`config.mk`:
```
export PLATFORM = sky130hd
export DESIGN_NAME = cpuControl
export DESIGN_NICKNAME = d
export VERILOG_FILES = /design/src/hdl/cpuControlPkg.sv /design/src/hdl/cpuControl.sv /design/src/hdl/instructionDecoder.sv /design/src/hdl/branchConditionUnit.sv /design/src/hdl/phaseSequencer.sv
export VERILOG_INCLUDE_DIRS = /design/src /design/src/include
export SDC_FILE = /design/constraint.sdc
export NUM_CORES = 1
export LEC_CHECK = 0
export BUFFER_PORTS_ARGS = -buffer_cell sky130_fd_sc_hd__clkbuf_2
export CAP_MARGIN = 20
export CORE_UTILIZATION = 40
export DETAILED_ROUTE_END_ITERATION = 7
export PLACE_DENSITY = 0.73
export SYNTH_ARGS = -nofsm -noshare
export SYNTH_HDL_FRONTEND = slang
export SYNTH_SLANG_ARGS = --single-unit
```
`constraint.sdc`:
```
create_clock -name clock -period 1.7 [get_ports clock]
set_input_delay 0.17 -clock clock [delete_from_list [all_inputs] [get_ports clock]]
set_output_delay 0.17 -clock clock [all_outputs]
set_load 0.05 [all_outputs]
```
`src/include/cpuControl_defs.svh`:
```
`ifndef CPU_CONTROL_DEFS_SVH
`define CPU_CONTROL_DEFS_SVH

// Instruction word layout: major | rDest | ext | rSrc
`define CPU_INSTR_WIDTH 16
`define CPU_REG_ADDR_WIDTH 4
`define CPU_EXT_WIDTH 4

// Extension codes under opRType
`define CPU_EXT_CMP 4'b1011

// Extension codes under opMem
`define CPU_EXT_LOAD 4'b0000
`define CPU_EXT_STORE 4'b0100
`define CPU_EXT_JAL 4'b1000
`define CPU_EXT_JCOND 4'b1100

// Extension codes under opShift that take the shift count from a register
`define CPU_EXT_LSH 4'b0100
`define CPU_EXT_ASH 4'b0110

`endif
```
`src/hdl/cpuControlPkg.sv`:
```
package cpuControlPkg;

`include "cpuControl_defs.svh"

    localparam int MajorWidth = `CPU_INSTR_WIDTH - 2 * `CPU_REG_ADDR_WIDTH - `CPU_EXT_WIDTH;

    typedef enum logic [1:0] {
        phaseFetch,
        phaseDecode,
        phaseExecute,
        phaseWriteBack
    } phase_e;

    typedef enum logic [MajorWidth-1:0] {
        opRType,
        opAndi,
        opOri,
        opXori,
        opMem,  // Load, store, Jcond, JAL
        opAddi,
        opAddui,
        opAddci,
        opShift,
        opSubi,
        opSubci,
        opCmpi,
        opBcond,
        opMovi,
        opMuli,
        opLui
    } majorOp_e;

    typedef enum logic [1:0] {
        immUpper  = 2'd0,  // Raw low byte
        immSigned = 2'd1,
        immZero   = 2'd2,
        immNone   = 2'd3   // Forced zero
    } immKind_e;

    typedef enum logic [`CPU_REG_ADDR_WIDTH-1:0] {
        condEq, condNe, condCs, condCc,
        condHi, condLs, condGt, condLe,
        condFs, condFc, condLo, condHs,
        condLt, condGe, condUc, condNj
    } condCode_e;

    typedef struct packed {
        majorOp_e                       major;
        logic [`CPU_REG_ADDR_WIDTH-1:0] rDest;  // Also the condition code
        logic [`CPU_EXT_WIDTH-1:0]      ext;
        logic [`CPU_REG_ADDR_WIDTH-1:0] rSrc;
    } instruction_t;

    typedef struct packed {
        logic negative;
        logic zero;
        logic flag;
        logic low;
        logic carry;
    } psrFlags_t;

    typedef struct packed {
        logic                           pcEnable;
        logic                           pcLoad;
        logic                           irLoad;
        logic                           ramReadEnable;
        logic                           ramWriteEnable;
        logic                           aluEnable;
        logic                           regWriteEnable;
        logic                           useImmediate;
        logic                           useRegisterA;     // Low selects the PC
        logic                           ramAddressFromAlu;
        logic                           writeBackFromRam;
        immKind_e                       immKind;
        logic [`CPU_REG_ADDR_WIDTH-1:0] regWriteAddress;
    } controlBus_t;

endpackage

```
`src/hdl/cpuControl.sv`:
```
`timescale 1ns/1ps

module cpuControl (
    input  logic                         clock,
    input  logic                         reset,
    input  cpuControlPkg::instruction_t  instruction,
    input  cpuControlPkg::psrFlags_t     flags,
    output cpuControlPkg::controlBus_t   control
);

    import cpuControlPkg::*;

    phase_e phase;
    logic   skipWriteBack;
    logic   conditionTrue;

    phaseSequencer phaseSequencer_i (
        .clock         (clock),
        .reset         (reset),
        .skipWriteBack (skipWriteBack),
        .phase         (phase)
    );

    instructionDecoder instructionDecoder_i (
        .phase         (phase),
        .instruction   (instruction),
        .conditionTrue (conditionTrue),
        .skipWriteBack (skipWriteBack),
        .control       (control)
    );

    // rDest carries the condition code for Bcond and Jcond
    branchConditionUnit branchConditionUnit_i (
        .condition     (condCode_e'(instruction.rDest)),
        .flags         (flags),
        .conditionTrue (conditionTrue)
    );

endmodule

```
`src/hdl/instructionDecoder.sv`:
```
`timescale 1ns/1ps

`include "cpuControl_defs.svh"

module instructionDecoder (
    input  cpuControlPkg::phase_e        phase,
    input  cpuControlPkg::instruction_t  instruction,
    input  logic                         conditionTrue,
    output logic                         skipWriteBack,
    output cpuControlPkg::controlBus_t   control
);

    import cpuControlPkg::*;

    typedef enum logic [3:0] {
        classRegAlu,
        classCompare,
        classLogicImm,
        classArithImm,
        classLui,
        classShiftReg,
        classShiftImm,
        classLoad,
        classStore,
        classJcond,
        classJal,
        classBcond,
        classUnsupported
    } instrClass_e;

    instrClass_e instrClass;

    always_comb begin
        instrClass = classUnsupported;  // ADDUI, ADDCI, SUBCI, MULI land here
        case (instruction.major)
            opRType: begin
                if (instruction.ext == `CPU_EXT_CMP) begin
                    instrClass = classCompare;
                end else begin
                    instrClass = classRegAlu;
                end
            end
            opAndi, opOri, opXori, opMovi: instrClass = classLogicImm;
            opAddi, opSubi: instrClass = classArithImm;
            opCmpi: instrClass = classCompare;
            opLui: instrClass = classLui;
            opBcond: instrClass = classBcond;
            opShift: begin
                if (instruction.ext == `CPU_EXT_LSH || instruction.ext == `CPU_EXT_ASH) begin
                    instrClass = classShiftReg;
                end else begin
                    instrClass = classShiftImm;
                end
            end
            opMem: begin
                case (instruction.ext)
                    `CPU_EXT_LOAD: instrClass = classLoad;
                    `CPU_EXT_STORE: instrClass = classStore;
                    `CPU_EXT_JAL: instrClass = classJal;
                    `CPU_EXT_JCOND: instrClass = classJcond;
                    default: instrClass = classUnsupported;
                endcase
            end
            default: instrClass = classUnsupported;
        endcase
    end

    assign skipWriteBack = (instrClass == classCompare) || (instrClass == classUnsupported);

    always_comb begin
        control = '0;
        control.useRegisterA = 1'b1;
        case (phase)
            phaseFetch: begin
                control.ramReadEnable = 1'b1;
                control.irLoad = 1'b1;
            end
            phaseExecute: begin
                control.aluEnable = 1'b1;
                case (instrClass)
                    classCompare: begin
                        control.useImmediate = (instruction.major == opCmpi);
                        control.immKind = immSigned;
                        control.pcEnable = 1'b1;  // No write back follows
                    end
                    classLogicImm: begin
                        control.useImmediate = 1'b1;
                        control.immKind = immZero;
                    end
                    classArithImm: begin
                        control.useImmediate = 1'b1;
                        control.immKind = immSigned;
                    end
                    classLui, classShiftImm: begin
                        control.useImmediate = 1'b1;
                        control.immKind = immUpper;
                    end
                    classLoad: begin
                        control.ramAddressFromAlu = 1'b1;
                        control.ramReadEnable = 1'b1;
                    end
                    classStore, classJcond, classJal: begin
                        control.useImmediate = 1'b1;
                        control.immKind = immNone;  // Address straight from rSrc
                    end
                    classBcond: begin
                        control.useImmediate = 1'b1;
                        control.immKind = immUpper;
                        control.useRegisterA = 1'b0;  // PC plus offset
                    end
                    classUnsupported: begin
                        control.pcEnable = 1'b1;
                    end
                    default: ;
                endcase
            end
            phaseWriteBack: begin
                control.pcEnable = 1'b1;
                case (instrClass)
                    classLoad: begin
                        control.regWriteEnable = 1'b1;
                        control.regWriteAddress = instruction.rDest;
                        control.ramAddressFromAlu = 1'b1;
                        control.writeBackFromRam = 1'b1;
                        control.ramReadEnable = 1'b1;
                    end
                    classStore: begin
                        control.ramWriteEnable = 1'b1;
                    end
                    classBcond, classJcond: begin
                        control.pcLoad = conditionTrue;
                    end
                    classJal: begin
                        control.pcLoad = 1'b1;
                    end
                    classRegAlu, classLogicImm, classArithImm, classLui,
                    classShiftReg, classShiftImm: begin
                        control.regWriteEnable = 1'b1;
                        control.regWriteAddress = instruction.rDest;
                    end
                    default: ;
                endcase
            end
            default: ;  // Decode drives nothing
        endcase
    end

endmodule

```
`src/hdl/branchConditionUnit.sv`:
```
`timescale 1ns/1ps

module branchConditionUnit (
    input  cpuControlPkg::condCode_e  condition,
    input  cpuControlPkg::psrFlags_t  flags,
    output logic                      conditionTrue
);

    import cpuControlPkg::*;

    always_comb begin
        conditionTrue = 1'b0;
        case (condition)
            condEq: conditionTrue = flags.zero;
            condNe: conditionTrue = !flags.zero;
            condCs: conditionTrue = flags.carry;
            condCc: conditionTrue = !flags.carry;
            condHi: conditionTrue = flags.low;
            condLs: conditionTrue = !flags.low;
            condGt: conditionTrue = flags.negative;
            condLe: conditionTrue = !flags.negative;
            condFs: conditionTrue = flags.flag;
            condFc: conditionTrue = !flags.flag;
            condLo: begin
                conditionTrue = !flags.low && !flags.zero;
            end
            condHs: begin
                conditionTrue = flags.low || flags.zero;
            end
            condLt: begin
                conditionTrue = !flags.negative && !flags.zero;
            end
            condGe: begin
                conditionTrue = flags.negative || flags.zero;
            end
            condUc: conditionTrue = 1'b1;
            condNj: conditionTrue = 1'b0;  // Never taken
            default: conditionTrue = 1'b0;
        endcase
    end

endmodule

```
`src/hdl/phaseSequencer.sv`:
```
`timescale 1ns/1ps

module phaseSequencer (
    input  logic                   clock,
    input  logic                   reset,
    input  logic                   skipWriteBack,
    output cpuControlPkg::phase_e  phase
);

    import cpuControlPkg::*;

    phase_e nextPhase;

    always_comb begin
        nextPhase = phaseFetch;
        case (phase)
            phaseFetch: begin
                nextPhase = phaseDecode;
            end
            phaseDecode: begin
                nextPhase = phaseExecute;
            end
            phaseExecute: begin
                // Compares and unsupported codes have nothing to write
                if (skipWriteBack) begin
                    nextPhase = phaseFetch;
                end else begin
                    nextPhase = phaseWriteBack;
                end
            end
            phaseWriteBack: begin
                nextPhase = phaseFetch;
            end
            default: begin
                nextPhase = phaseFetch;
            end
        endcase
    end

    always_ff @(posedge clock) begin
        if (!reset) begin
            phase <= phaseFetch;
        end else begin
            phase <= nextPhase;
        end
    end

endmodule

```
==> flow_metrics.tcl, run 1 <==
set metrics [dict create \
    cts_root_buffer "clkbuf_4" \
    ys_types 44 \
    postPlaceCellArea_um2 1340 \
    seq_area_frac_synth_pct 5.44 \
    die_y_um 44.9 \
    cts_max_level 1 \
    port_buffers 35 \
    async_reset_ff_share_pct 0 \
    pin_count 40 \
    syn_inst 110 \
    synth_edf_count 0 \
    failed_stage "global routing" \
    syn_area_per_cell_um2 6.69 \
    grt_max_degree 13 \
    ys_ff_latch 2 \
    cts_made_buffers 3 \
    cts_buffer_depth 2 \
    globalplace.congestion 0.863 \
    cts_num_sinks 2 \
    synth-main-ff-cell "dfxtp_1" \
    yosysWarnings 0 \
    error_line "[ERROR DPL-0038] Utilization greater than 100%, impossible to legalize" \
    chipWidth_um 44.9 \
    rows 15 \
    status "did not finish" \
    syn_nets 133 \
    hold_buffers 0 \
    worst-ep-kind "output port" \
    synth_area_um2 736 \
    worst_endpoint "control[16]" \
    start_util_pct 42.6 \
    place_hpwl_um 2100 \
]
-- timing repair --
item | in CTS
buffers inserted | 3
setup endpoints to repair | 15
pin swaps | 20
hold endpoints to repair | 0
resized for setup | 48
-- cell usage after synthesis, types with 2 or more instances --
cell      n  area, µm²
or2_2     3       18.8
o41ai_1   2       17.5
and2_1    7       43.8
nand2_1   6       22.5
a211oi_1  4       30.0
nor3_1    5       25.0
nor4_1    3       18.8
nor2b_1   3       18.8
o21bai_1  2       15.0
nand2b_1  2       12.5
buf_2     3       15.0
a21oi_1   5       25.0
nor2_1    7       26.3
o22ai_1   4       25.0
clkbuf_1  4       15.0
xor2_1    4       35.0
dfxtp_1   2       40.0
o21ai_0   7       35.0
nand3_1   2       10.0
inv_1     7       26.3
nor3b_1   5       37.5
-- stage by stage --
| stage | setup WS [ns] | cells | utilization (%) |
|---|---|---|---|
| after CTS | -0.285 | 201 | 95.9 |
| after detailed placement | -0.381 | 195 | 77.7 |
| after global placement | -0.373 | 195 | 77.7 |
| after floorplan | -0.156 | 110 | - |
-- kinds of logic after synthesis --
kind of cell	after synthesis	share of synthesized area, %
and+or+nand+nor	51	41.0
AOI/OAI and AO/OA	37	37.8
buffers and inverters	14	7.65
xor gates and xnor gates	4	4.76
muxes	2	3.40
DFF	2	5.44
==> inputs of run 2 (changes only) <==
--- a/config.mk
+++ b/config.mk
@@ -8,9 +8,10 @@
 export LEC_CHECK = 0
 export BUFFER_PORTS_ARGS = -buffer_cell sky130_fd_sc_hd__clkbuf_2
 export CAP_MARGIN = 20
-export CORE_UTILIZATION = 40
+export CORE_AREA = 2 2 63 65
 export DETAILED_ROUTE_END_ITERATION = 7
-export PLACE_DENSITY = 0.73
+export DIE_AREA = 0 0 65 67
+export PLACE_DENSITY_LB_ADDON = 0.15
 export SYNTH_ARGS = -nofsm -noshare
 export SYNTH_HDL_FRONTEND = slang
 export SYNTH_SLANG_ARGS = --single-unit
==> constraint.sdc (replaced) <==
create_clock -name clock -period 2.2 [get_ports clock]
set_input_delay 0.22 -clock clock [delete_from_list [all_inputs] [get_ports clock]]
set_output_delay 0.22 -clock clock [all_outputs]
set_load 0.05 [all_outputs]
==> run 2 against run 1 <==
  * Synthesized cell count stayed put
  * The run now ends clean
  * Synthesized area stayed put
==> flow_metrics.tcl, run 2 <==
set metrics [dict create \
    grt_pass1_wl_um 3970 \
    synth.area.mux_share_pct 3.40 \
    pin_count 40 \
    ys_types 44 \
    slew_headroom_pct 73.9 \
    seq_area_frac_synth_pct 5.44 \
    drtPass1Iterations 4 \
    cp-start-kind "input pin" \
    rows 22 \
    synth-main-ff-cell "dfxtp_1" \
    mostFrequentLayoutCell "clkbuf_2" \
    num-fill-cells 400 \
    hold_buffers 0 \
    fin_crit_sh_pct 97.0 \
    start_util_pct 20.4 \
    grt_max_degree 13 \
    synthTopCellsByArea "and2_1, dfxtp_1, nor3b_1" \
    dieArea_um2 4360 \
    yosysWarnings 0 \
    setup_viol 0 \
    synth_commonest_cells "and2_1, inv_1, nor2_1, o21ai_0, nand2_1" \
    cts_max_level 1 \
    regArea_um2 40.0 \
    synth-simple-area-share_pct 41.0 \
    chipWidth_um 65 \
    cts_setup_buffers 0 \
    p_sw_uw 200 \
    setup_ws_ns 0.0656 \
    globalplace.congestion 0.788 \
    wirelength_um 2500 \
    reg_top3 "phaseSequencer_i.phase: 2 flops" \
    synth_compound_area_share_pct 37.8 \
    final_cell_mix "clkbuf_2, buf_4, inv_1, nor2_1, clkbuf_8" \
    cp.required_ns 1.98 \
    grt.overflow.total 0 \
    largest_reg_flops 2 \
    cts_root_buffer "clkbuf_8" \
    drive_gt1_share_pct 48.7 \
    vias 994 \
    antenna_found_initial 0 \
    cts_buffer_depth 2 \
    syn_area_per_cell_um2 6.69 \
    path_max_fanout 6 \
    async_reset_ff_share_pct 0 \
    die_y_um 67 \
    postPlaceCellArea_um2 1090 \
    final_util_pct 35.3 \
    pre_cts_slack_ns -0.0513 \
    yosysTopAreaCellShare_pct 5.95 \
    final_area_um2 1270 \
    clock_latency_ns 0.21 \
    drt_iter0_drc 21 \
    synth_area_um2 736 \
    avgViaCountPerCell 4.87 \
    drc 0 \
    drv_slew 0 \
    clkPwrFrac_pct 30.5 \
    cellPowerDensity_nw_per_um2 368 \
    clock_skew_ns 0.00317 \
    max_freq_mhz 469 \
    hold_violations 0 \
    syn_nets 133 \
    synth_top_family_by_area "simple AND/OR/NAND/NOR gates" \
    synth_top_cell_by_area "and2_1" \
    cts_num_sinks 2 \
    power_uw 468 \
    fin_nets 181 \
    synthAdderAreaFrac_pct 0 \
    wl_per_cell_um 12.3 \
    cts_tree "yes" \
    cp.arrival_ns 1.91 \
    tightestPinTransition_ns 0.388 \
    syn_inst 110 \
    min_path_type "input pin to register" \
    synth_xor_area_share_pct 4.76 \
    core-area_um2 3610 \
    combPwrFrac_pct 59.5 \
    cts_made_buffers 3 \
    synth_edf_count 0 \
    postRouteAntennaNets 0 \
    seqPwrFrac_pct 10.0 \
    path_cells "clkbuf_2, buf_4, nor3_1, a221oi_4, mux2_4, a311o_2, and2_4, buf_8" \
    num_antenna_cells 0 \
    maxCapViolCount 0 \
    top_register "phaseSequencer_i.phase" \
    min_period_ns 2.13 \
    port_buffers 35 \
    critPathSlowestCell "a311o_2" \
    multi_input_area_um2 728 \
    place_hpwl_um 1930 \
    crit_type "input pin to output pin" \
    clkSlewWorstSetupHoldPaths_ns 0.03 \
    status "finished clean" \
    grt_pass1_vias 943 \
    grt_use_total_pct 11.3 \
    area_growth_pct 73.0 \
    peakVddDrop_uv 198 \
    end_kind "output pin" \
    swShare_pct 42.8 \
    cpPeakStageDelay_ns 0.38 \
    ys_ff_latch 2 \
    p_int_uw 268 \
    leakage_nw 0.523 \
]
[run 2: cell counts after synthesis]
Identical to the previous run, type by type.
[run 2: power groups by stage]
stage | clock network, mW | logic [mW] | registers (mW)
2_1_floorplan | 0 | 0.163 | 0.0458
3_3_place_gp | 0 | 0.249 | 0.0473
3_5_place_dp | 0 | 0.250 | 0.0472
4_1_cts | 0.146 | 0.257 | 0.0469
5_1_grt | 0.149 | 0.302 | 0.0480
6_report | 0.143 | 0.279 | 0.0469
[run 2: final timing paths]
check	startpoint	end	slack, ns	cells past startpoint
max	instruction[6]	control[16]	0.07	8
min	reset	phaseSequencer_i.phase[1]	0.23	3
max reg2reg	phaseSequencer_i.phase[0]	phaseSequencer_i.phase[1]	1.22	3
min reg2reg	phaseSequencer_i.phase[1]	phaseSequencer_i.phase[1]	0.51	1
[run 2: routing by layer]
| metal | global-route usage (%) | wire (µm) |
|---|---|---|
| met1 | 12.9 | 1070 |
| met2 | 21.0 | 1300 |
| met5 | 0 | 0 |
| met3 | 1.69 | 111 |
| met4 | 3.99 | 24 |
[run 2: repair_timing]
action                     4_1_cts  5_1_grt
gates resized for setup         10       29
cloned                           0        0
hold endpoints to repair         0        0
pin swaps                        1       10
setup endpoints to repair        8       13
[run 2: layout make-up]
cell class / instances / area share [%]
flip-flops and latches: 2 / 3.15
inverters: 7 / 2.06
well taps: 48 / 4.72
multi-input cells: 94 / 57.2
clock buffers: 3 / 3.24
repair buffers: 50 / 29.6
[run 2: per-stage QoR]
stage	setup TNS [ns]	std cells	hold slack, ns
global placement	-0.295	201	0.437
detailed placement	-0.235	201	0.444
CTS	0	204	0.223
floorplan	-0.386	110	0.336
finish	0	204	0.226
global route	-0.00682	204	0.253
[run 2: logic make-up after synthesis]
| family | after synthesis |
|---|---|
| xor+xnor | 4 |
| compound gates | 37 |
| mux | 2 |
| buf+inv | 14 |
| simple gates | 51 |
| flops | 2 |
[run 2: critical path: cells and delay by family]
family / cells / cell delay (ns)
compound gates: 2 / 0.50
buf+inv: 3 / 0.42
mux: 1 / 0.31
simple gates: 2 / 0.47
(Power assumes the default switching activity.)
==> inputs of run 3 (changes only) <==
--- a/config.mk
+++ b/config.mk
@@ -12,6 +12,7 @@
 export DETAILED_ROUTE_END_ITERATION = 7
 export DIE_AREA = 0 0 65 67
 export PLACE_DENSITY_LB_ADDON = 0.15
+export REMOVE_ABC_BUFFERS = 1
 export SYNTH_ARGS = -nofsm -noshare
 export SYNTH_HDL_FRONTEND = slang
 export SYNTH_SLANG_ARGS = --single-unit
==> run 3 against run 2 <==
  * Non-clock buffer count unchanged
  * Global-route usage decreased by 0.29 points
  * Critical path type unchanged
  * Routed wire length decreased by 2.6%
  * Die area unchanged
  * Core utilization decreased by 2.1 points
  * Sequential cell count unchanged
  * Clock skew decreased by 0.0031 ns
  * Via count decreased by 0.40%
  * Cell count unchanged
==> flow_metrics.tcl, run 3 (synthesized netlist as in run 2, its figures left out) <==
set metrics [dict create \
    die_y_um 67 \
    cellPowerDensity_nw_per_um2 379 \
    dieArea_um2 4360 \
    mostFrequentLayoutCell "clkbuf_2" \
    r2r_slack_ns 1.21 \
    path_buf_inv 2 \
    avgViaCountPerCell 4.85 \
    core-area_um2 3610 \
    clkSlewWorstSetupHoldPaths_ns 0.03 \
    largest_reg_flops 2 \
    cts_max_level 1 \
    grt.overflow.total 0 \
    port_buffers 35 \
    grt_pass1_vias 919 \
    path_cells "clkbuf_2, or4b_4, a221oi_4, o21ai_1, and2_1, o22ai_2, buf_12" \
    min_path_type "input pin to register" \
    cp.required_ns 1.98 \
    dp_cells 199 \
    hold_violations 0 \
    final_util_pct 33.2 \
    fin_crit_sh_pct 97.8 \
    place_hpwl_um 1900 \
    reg_top3 "phaseSequencer_i.phase: 2 flops" \
    grt_max_degree 13 \
    clkPwrFrac_pct 30.9 \
    p_int_uw 260 \
    maxCapViolCount 0 \
    swShare_pct 42.6 \
    cts_root_buffer "clkbuf_8" \
    top_register "phaseSequencer_i.phase" \
    cp.arrival_ns 1.93 \
    chipWidth_um 65 \
    grt_use_total_pct 11.0 \
    start_util_pct 20.4 \
    leakage_nw 0.503 \
    cts_buffer_depth 2 \
    cts_num_sinks 2 \
    area_growth_pct 62.6 \
    clock_latency_ns 0.20 \
    drtPass1Iterations 4 \
    slew_headroom_pct 73.5 \
    cp-start-kind "input pin" \
    min_period_ns 2.15 \
    clock_skew_ns 0.0000370 \
    tightestPinTransition_ns 0.397 \
    instances_no_fill 204 \
    max_freq_mhz 465 \
    antenna_found_initial 0 \
    status "finished clean" \
    final_cell_mix "clkbuf_2, buf_4, inv_1, nor2_1, o21ai_0" \
    vias 990 \
    cts_made_buffers 3 \
    pin_count 40 \
    critPathSlowestCell "or4b_4" \
    end_kind "output pin" \
    peakVddDrop_uv 151 \
    drive_gt1_share_pct 43.6 \
    grt_pass1_wl_um 3880 \
    path_max_fanout 4 \
    p_sw_uw 193 \
    crit_family "simple AND/OR/NAND/NOR gates" \
    cpPeakStageDelay_ns 0.55 \
    wl_per_cell_um 11.9 \
    combPwrFrac_pct 58.8 \
    postRouteAntennaNets 0 \
    drt_iter0_drc 40 \
    globalplace.congestion 0.776 \
    setup_viol 0 \
    crit_type "input pin to output pin" \
    drc 0 \
    rows 22 \
    fin_nets 181 \
    cts_tree "yes" \
    drv_slew 0 \
    num_antenna_cells 0 \
    wirelength_um 2440 \
    seqPwrFrac_pct 10.3 \
]
-- run 3: changes by cell type in the layout (fill, tap and decap cells not counted), sizes merged --
| cell | before | now |
|---|---|---|
| clkbuf | 33 | 34 |
| buf | 20 | 19 |
-- run 3: per-stage QoR --
stage / total power [mW] / TNS (ns) / worst slack (ns) / hold WS (ns) / cell area, µm²
floorplan: 0.192 / -0.928 / -0.361 / 0.336 / 706
global placement: 0.290 / -0.0723 / -0.0518 / 0.440 / 1070
detailed placement: 0.291 / -0.193 / -0.0677 / 0.448 / 1070
CTS: 0.437 / -0.0165 / -0.0158 / 0.237 / 1130
global route: 0.485 / -0.115 / -0.0311 / 0.245 / 1200
finish: 0.453 / 0 / 0.0474 / 0.234 / 1200
-- run 3: layout make-up --
class,count,area (µm²)
fill,398,2410
inverter,7,26.3
timing repair buffer,50,342
clock buffer,3,41.3
sequential,2,40.0
multi-input combinational,94,687
tap,48,60.1
-- run 3: what timing repair did --
item                       4_1_cts  5_1_grt
pin swaps                        2        3
hold buffers                     0        0
setup endpoints to repair       10       14
gates cloned                     0        0
buffers inserted                 0        2
resized for setup                8       11
-- run 3: worst reg2reg max path, stage by stage (launching register included) --
cell	delay (ns)
dfxtp_1	0.32
a311o_2	0.34
buf_4	0.14
a21boi_1	0.12
-- run 3: final timing paths --
| check | cells past startpoint | startpoint | endpoint |
|---|---|---|---|
| worst max-delay path | 7 | instruction[7] | control[5] |
| worst max register to register | 3 | phaseSequencer_i.phase[0] | phaseSequencer_i.phase[0] |
| worst min-delay path | 3 | reset | phaseSequencer_i.phase[1] |
| worst min register to register | 1 | phaseSequencer_i.phase[1] | phaseSequencer_i.phase[1] |
-- run 3: power by group through the flow --
stage	clock network [mW]	logic (mW)	registers (mW)
after global routing	0.148	0.289	0.0482
after detailed placement	0	0.244	0.0471
after global placement	0	0.243	0.0469
after floorplan	0	0.147	0.0458
after CTS	0.142	0.249	0.0467
final	0.140	0.266	0.0468
-- run 3: metal layers --
layer	share of wire, %	vias to the layer above	track usage (%)
met4	0.57	0	3.72
met2	50	23	20.9
met3	3.8	2	1.18
met5	0	-	0
met1	45	458	12.6
li1	-	507	-
==> inputs of run 4 (changes only) <==
--- a/config.mk
+++ b/config.mk
@@ -15,4 +15,5 @@
 export REMOVE_ABC_BUFFERS = 1
 export SYNTH_ARGS = -nofsm -noshare
 export SYNTH_HDL_FRONTEND = slang
+export SYNTH_HIERARCHICAL = 1
 export SYNTH_SLANG_ARGS = --single-unit
==> run 4 against run 3 <==
  * The flow now finishes with violations (negative setup slack)
  * Critical path depth did not move
  * Via count rose by 8.8%
  * Sequential cell count stayed put
  * Worst hold slack improved by 0.012 ns
  * Routed wire length rose by 15%
  * Power is 0.76% higher
  * Sequential power fell by 3%
  * Largest power group unchanged
==> flow_metrics.tcl, run 4 <==
set metrics [dict create \
    status "finished with violations" \
    violations "negative setup slack" \
    globalplace.congestion 0.782 \
    wirelength_um 2800 \
    avgViaCountPerCell 5.01 \
    clkSlewWorstSetupHoldPaths_ns 0.03 \
    p_sw_uw 183 \
    grt_pass1_vias 1116 \
    reg2regPathDepth 2 \
    fin_nets 192 \
    holdPathEnd "phaseSequencer_i/phase[1]" \
    r2r_slack_ns 1.20 \
    core-area_um2 3610 \
    min_delay_path_depth 3 \
    rows 22 \
    setup_viol 2 \
    combPwrFrac_pct 59.6 \
    grt.overflow.total 0 \
    port_buffers 35 \
    hold_violations 0 \
    leakage_nw 0.615 \
    synth_area_um2 790 \
    peakVddDrop_uv 418 \
    synth-main-ff-cell "dfxtp_1" \
    clkPwrFrac_pct 30.5 \
    drc 0 \
    cts_made_buffers 3 \
    cts_num_sinks 2 \
    tightestPinTransition_ns 0.645 \
    chipWidth_um 65 \
    drtPass1Iterations 4 \
    max_freq_mhz 451 \
    pin_count 40 \
    cts_buffer_depth 2 \
    syn_inst 111 \
    fin_crit_sh_pct 101 \
    cts_max_level 1 \
    cp.arrival_ns 2.00 \
    synth_commonest_cells "nand2_1, nor2_1, nand2b_1, o21ai_0" \
    r2r_start "phaseSequencer_i/phase[1]" \
    mostFrequentLayoutCell "clkbuf_2" \
    min_path_type "input pin to register" \
    synthTopCellsByArea "nand2_1, dfxtp_1, nand2b_1" \
    cts_tree "yes" \
    yosysMostFrequentCell "nand2_1" \
    slew_headroom_pct 56.7 \
    pre_cts_slack_ns -0.205 \
    reg_top3 "phaseSequencer_i/phase: 2 flops" \
    num_antenna_cells 0 \
    seq_area_frac_synth_pct 5.07 \
    synth_top_cell_by_area "nand2_1" \
    vias 1077 \
    maxCapViolCount 0 \
    clock_latency_ns 0.21 \
    yosysWarnings 6 \
    async_reset_ff_share_pct 0 \
    hp-start "reset" \
    path_max_fanout 5 \
    cp-start-kind "input pin" \
    area_growth_pct 78.9 \
    rsz0062_at_grt "true" \
    wl_per_cell_um 13.0 \
    grt_max_degree 10 \
    syn_area_per_cell_um2 7.11 \
    grt_pass1_wl_um 4740 \
    top_register "phaseSequencer_i/phase" \
    end_kind "output pin" \
    postRouteAntennaNets 0 \
    min_period_ns 2.22 \
    ys_ff_latch 2 \
    drt_iter0_drc 46 \
    place_hpwl_um 2250 \
    die_y_um 67 \
    antenna_found_initial 0 \
    drv_slew 0 \
    swShare_pct 40.0 \
    cellPowerDensity_nw_per_um2 323 \
    grt_use_total_pct 13.5 \
    power_uw 457 \
    yosysTopAreaCellShare_pct 5.71 \
    reg2reg_to "phaseSequencer_i/phase[1]" \
    start_util_pct 21.9 \
    dieArea_um2 4360 \
    cp.required_ns 1.98 \
    ys_types 53 \
    crit_type "input pin to output pin" \
    largest_reg_flops 2 \
    seqPwrFrac_pct 9.9 \
    synth_edf_count 0 \
    drive_gt1_share_pct 49.1 \
    cts_root_buffer "clkbuf_8" \
    clock_skew_ns 0.00156 \
    setup_ws_ns -0.0162 \
    final_cell_mix "clkbuf_2, buf_4, nand2_1" \
    p_int_uw 274 \
]
run 4: cell count changes in the layout (fill, tap and decap cells not counted), moves of 4 or more:
cell      delta
nand2b_1     +4
xor2_1       -4
nand2_1      +5
and2_1       -4
buf_4        +5
nor3b_1      -4
nor3b_2      +4
clkbuf_4     -5
run 4: per-stage QoR:
step           instances  utilization, %  hold WS (ns)  setup TNS (ns)  area, µm²
2_1_floorplan        108               -         0.352           -2.85        771
3_3_place_gp         215            35.0         0.446          -0.923       1260
3_5_place_dp         215            35.0         0.460           -1.26       1260
4_1_cts              218            38.9         0.246        -0.00214       1400
5_1_grt              215            39.2         0.274          -0.622       1410
6_report             215            39.2         0.246         -0.0295       1410
run 4: what timing repair did:
item | 4_1_cts | 5_1_grt
pin swaps | 7 | 5
setup endpoints to repair | 12 | 11
gates resized for setup | 18 | 16
buffers inserted | 1 | 0
hold buffers | 0 | 0
run 4: worst max path at each step:
stage	start	end	cells after the start
after floorplan	instruction[7]	control[4]	5
after global placement	instruction[14]	control[0]	9
after CTS	instruction[5]	control[16]	7
after detailed placement	instruction[14]	control[2]	9
final	instruction[5]	control[16]	7
after global routing	instruction[5]	control[4]	7
run 4: cell type report:
| class | instances | area (µm²) |
|---|---|---|
| multi-input combinational | 101 | 791 |
| fill | 394 | 2190 |
| clock buffer | 3 | 41.3 |
| sequential | 2 | 40.0 |
| inverter | 5 | 18.8 |
| tap | 48 | 60.1 |
| timing repair buffer | 56 | 462 |
run 4: critical path, cell delays in order:
cell and delay [ns]:
buf_8 0.10, or3b_1 0.36, a211o_1 0.36, a31o_4 0.29, a2111oi_4 0.31, o21a_1 0.20
buf_12 0.14
run 4: layer usage:
layer,track usage [%],routed length [µm],up-vias
met5,0,0,-
met4,2.39,0,0
met3,2.20,101,0
met2,24.1,1390,20
met1,17.3,1300,509
li1,-,-,548
run 4: kinds of logic after synthesis:
group / after synthesis / synth area share (%)
multiplexers: 3 / 3.96
AO/OA/AOI/OAI: 40 / 42.0
flip-flops: 2 / 5.07
buffers and inverters: 8 / 4.75
AND/OR/NAND/NOR: 57 / 43.1
XOR/XNOR: 1 / 1.11
run 4: power groups by stage:
stage | sequential (mW) | clock [mW] | combinational (mW)
floorplan | 0.0443 | 0 | 0.142
global placement | 0.0457 | 0 | 0.247
detailed placement | 0.0457 | 0 | 0.251
CTS | 0.0453 | 0.144 | 0.267
global route | 0.0463 | 0.149 | 0.295
finish | 0.0452 | 0.139 | 0.272
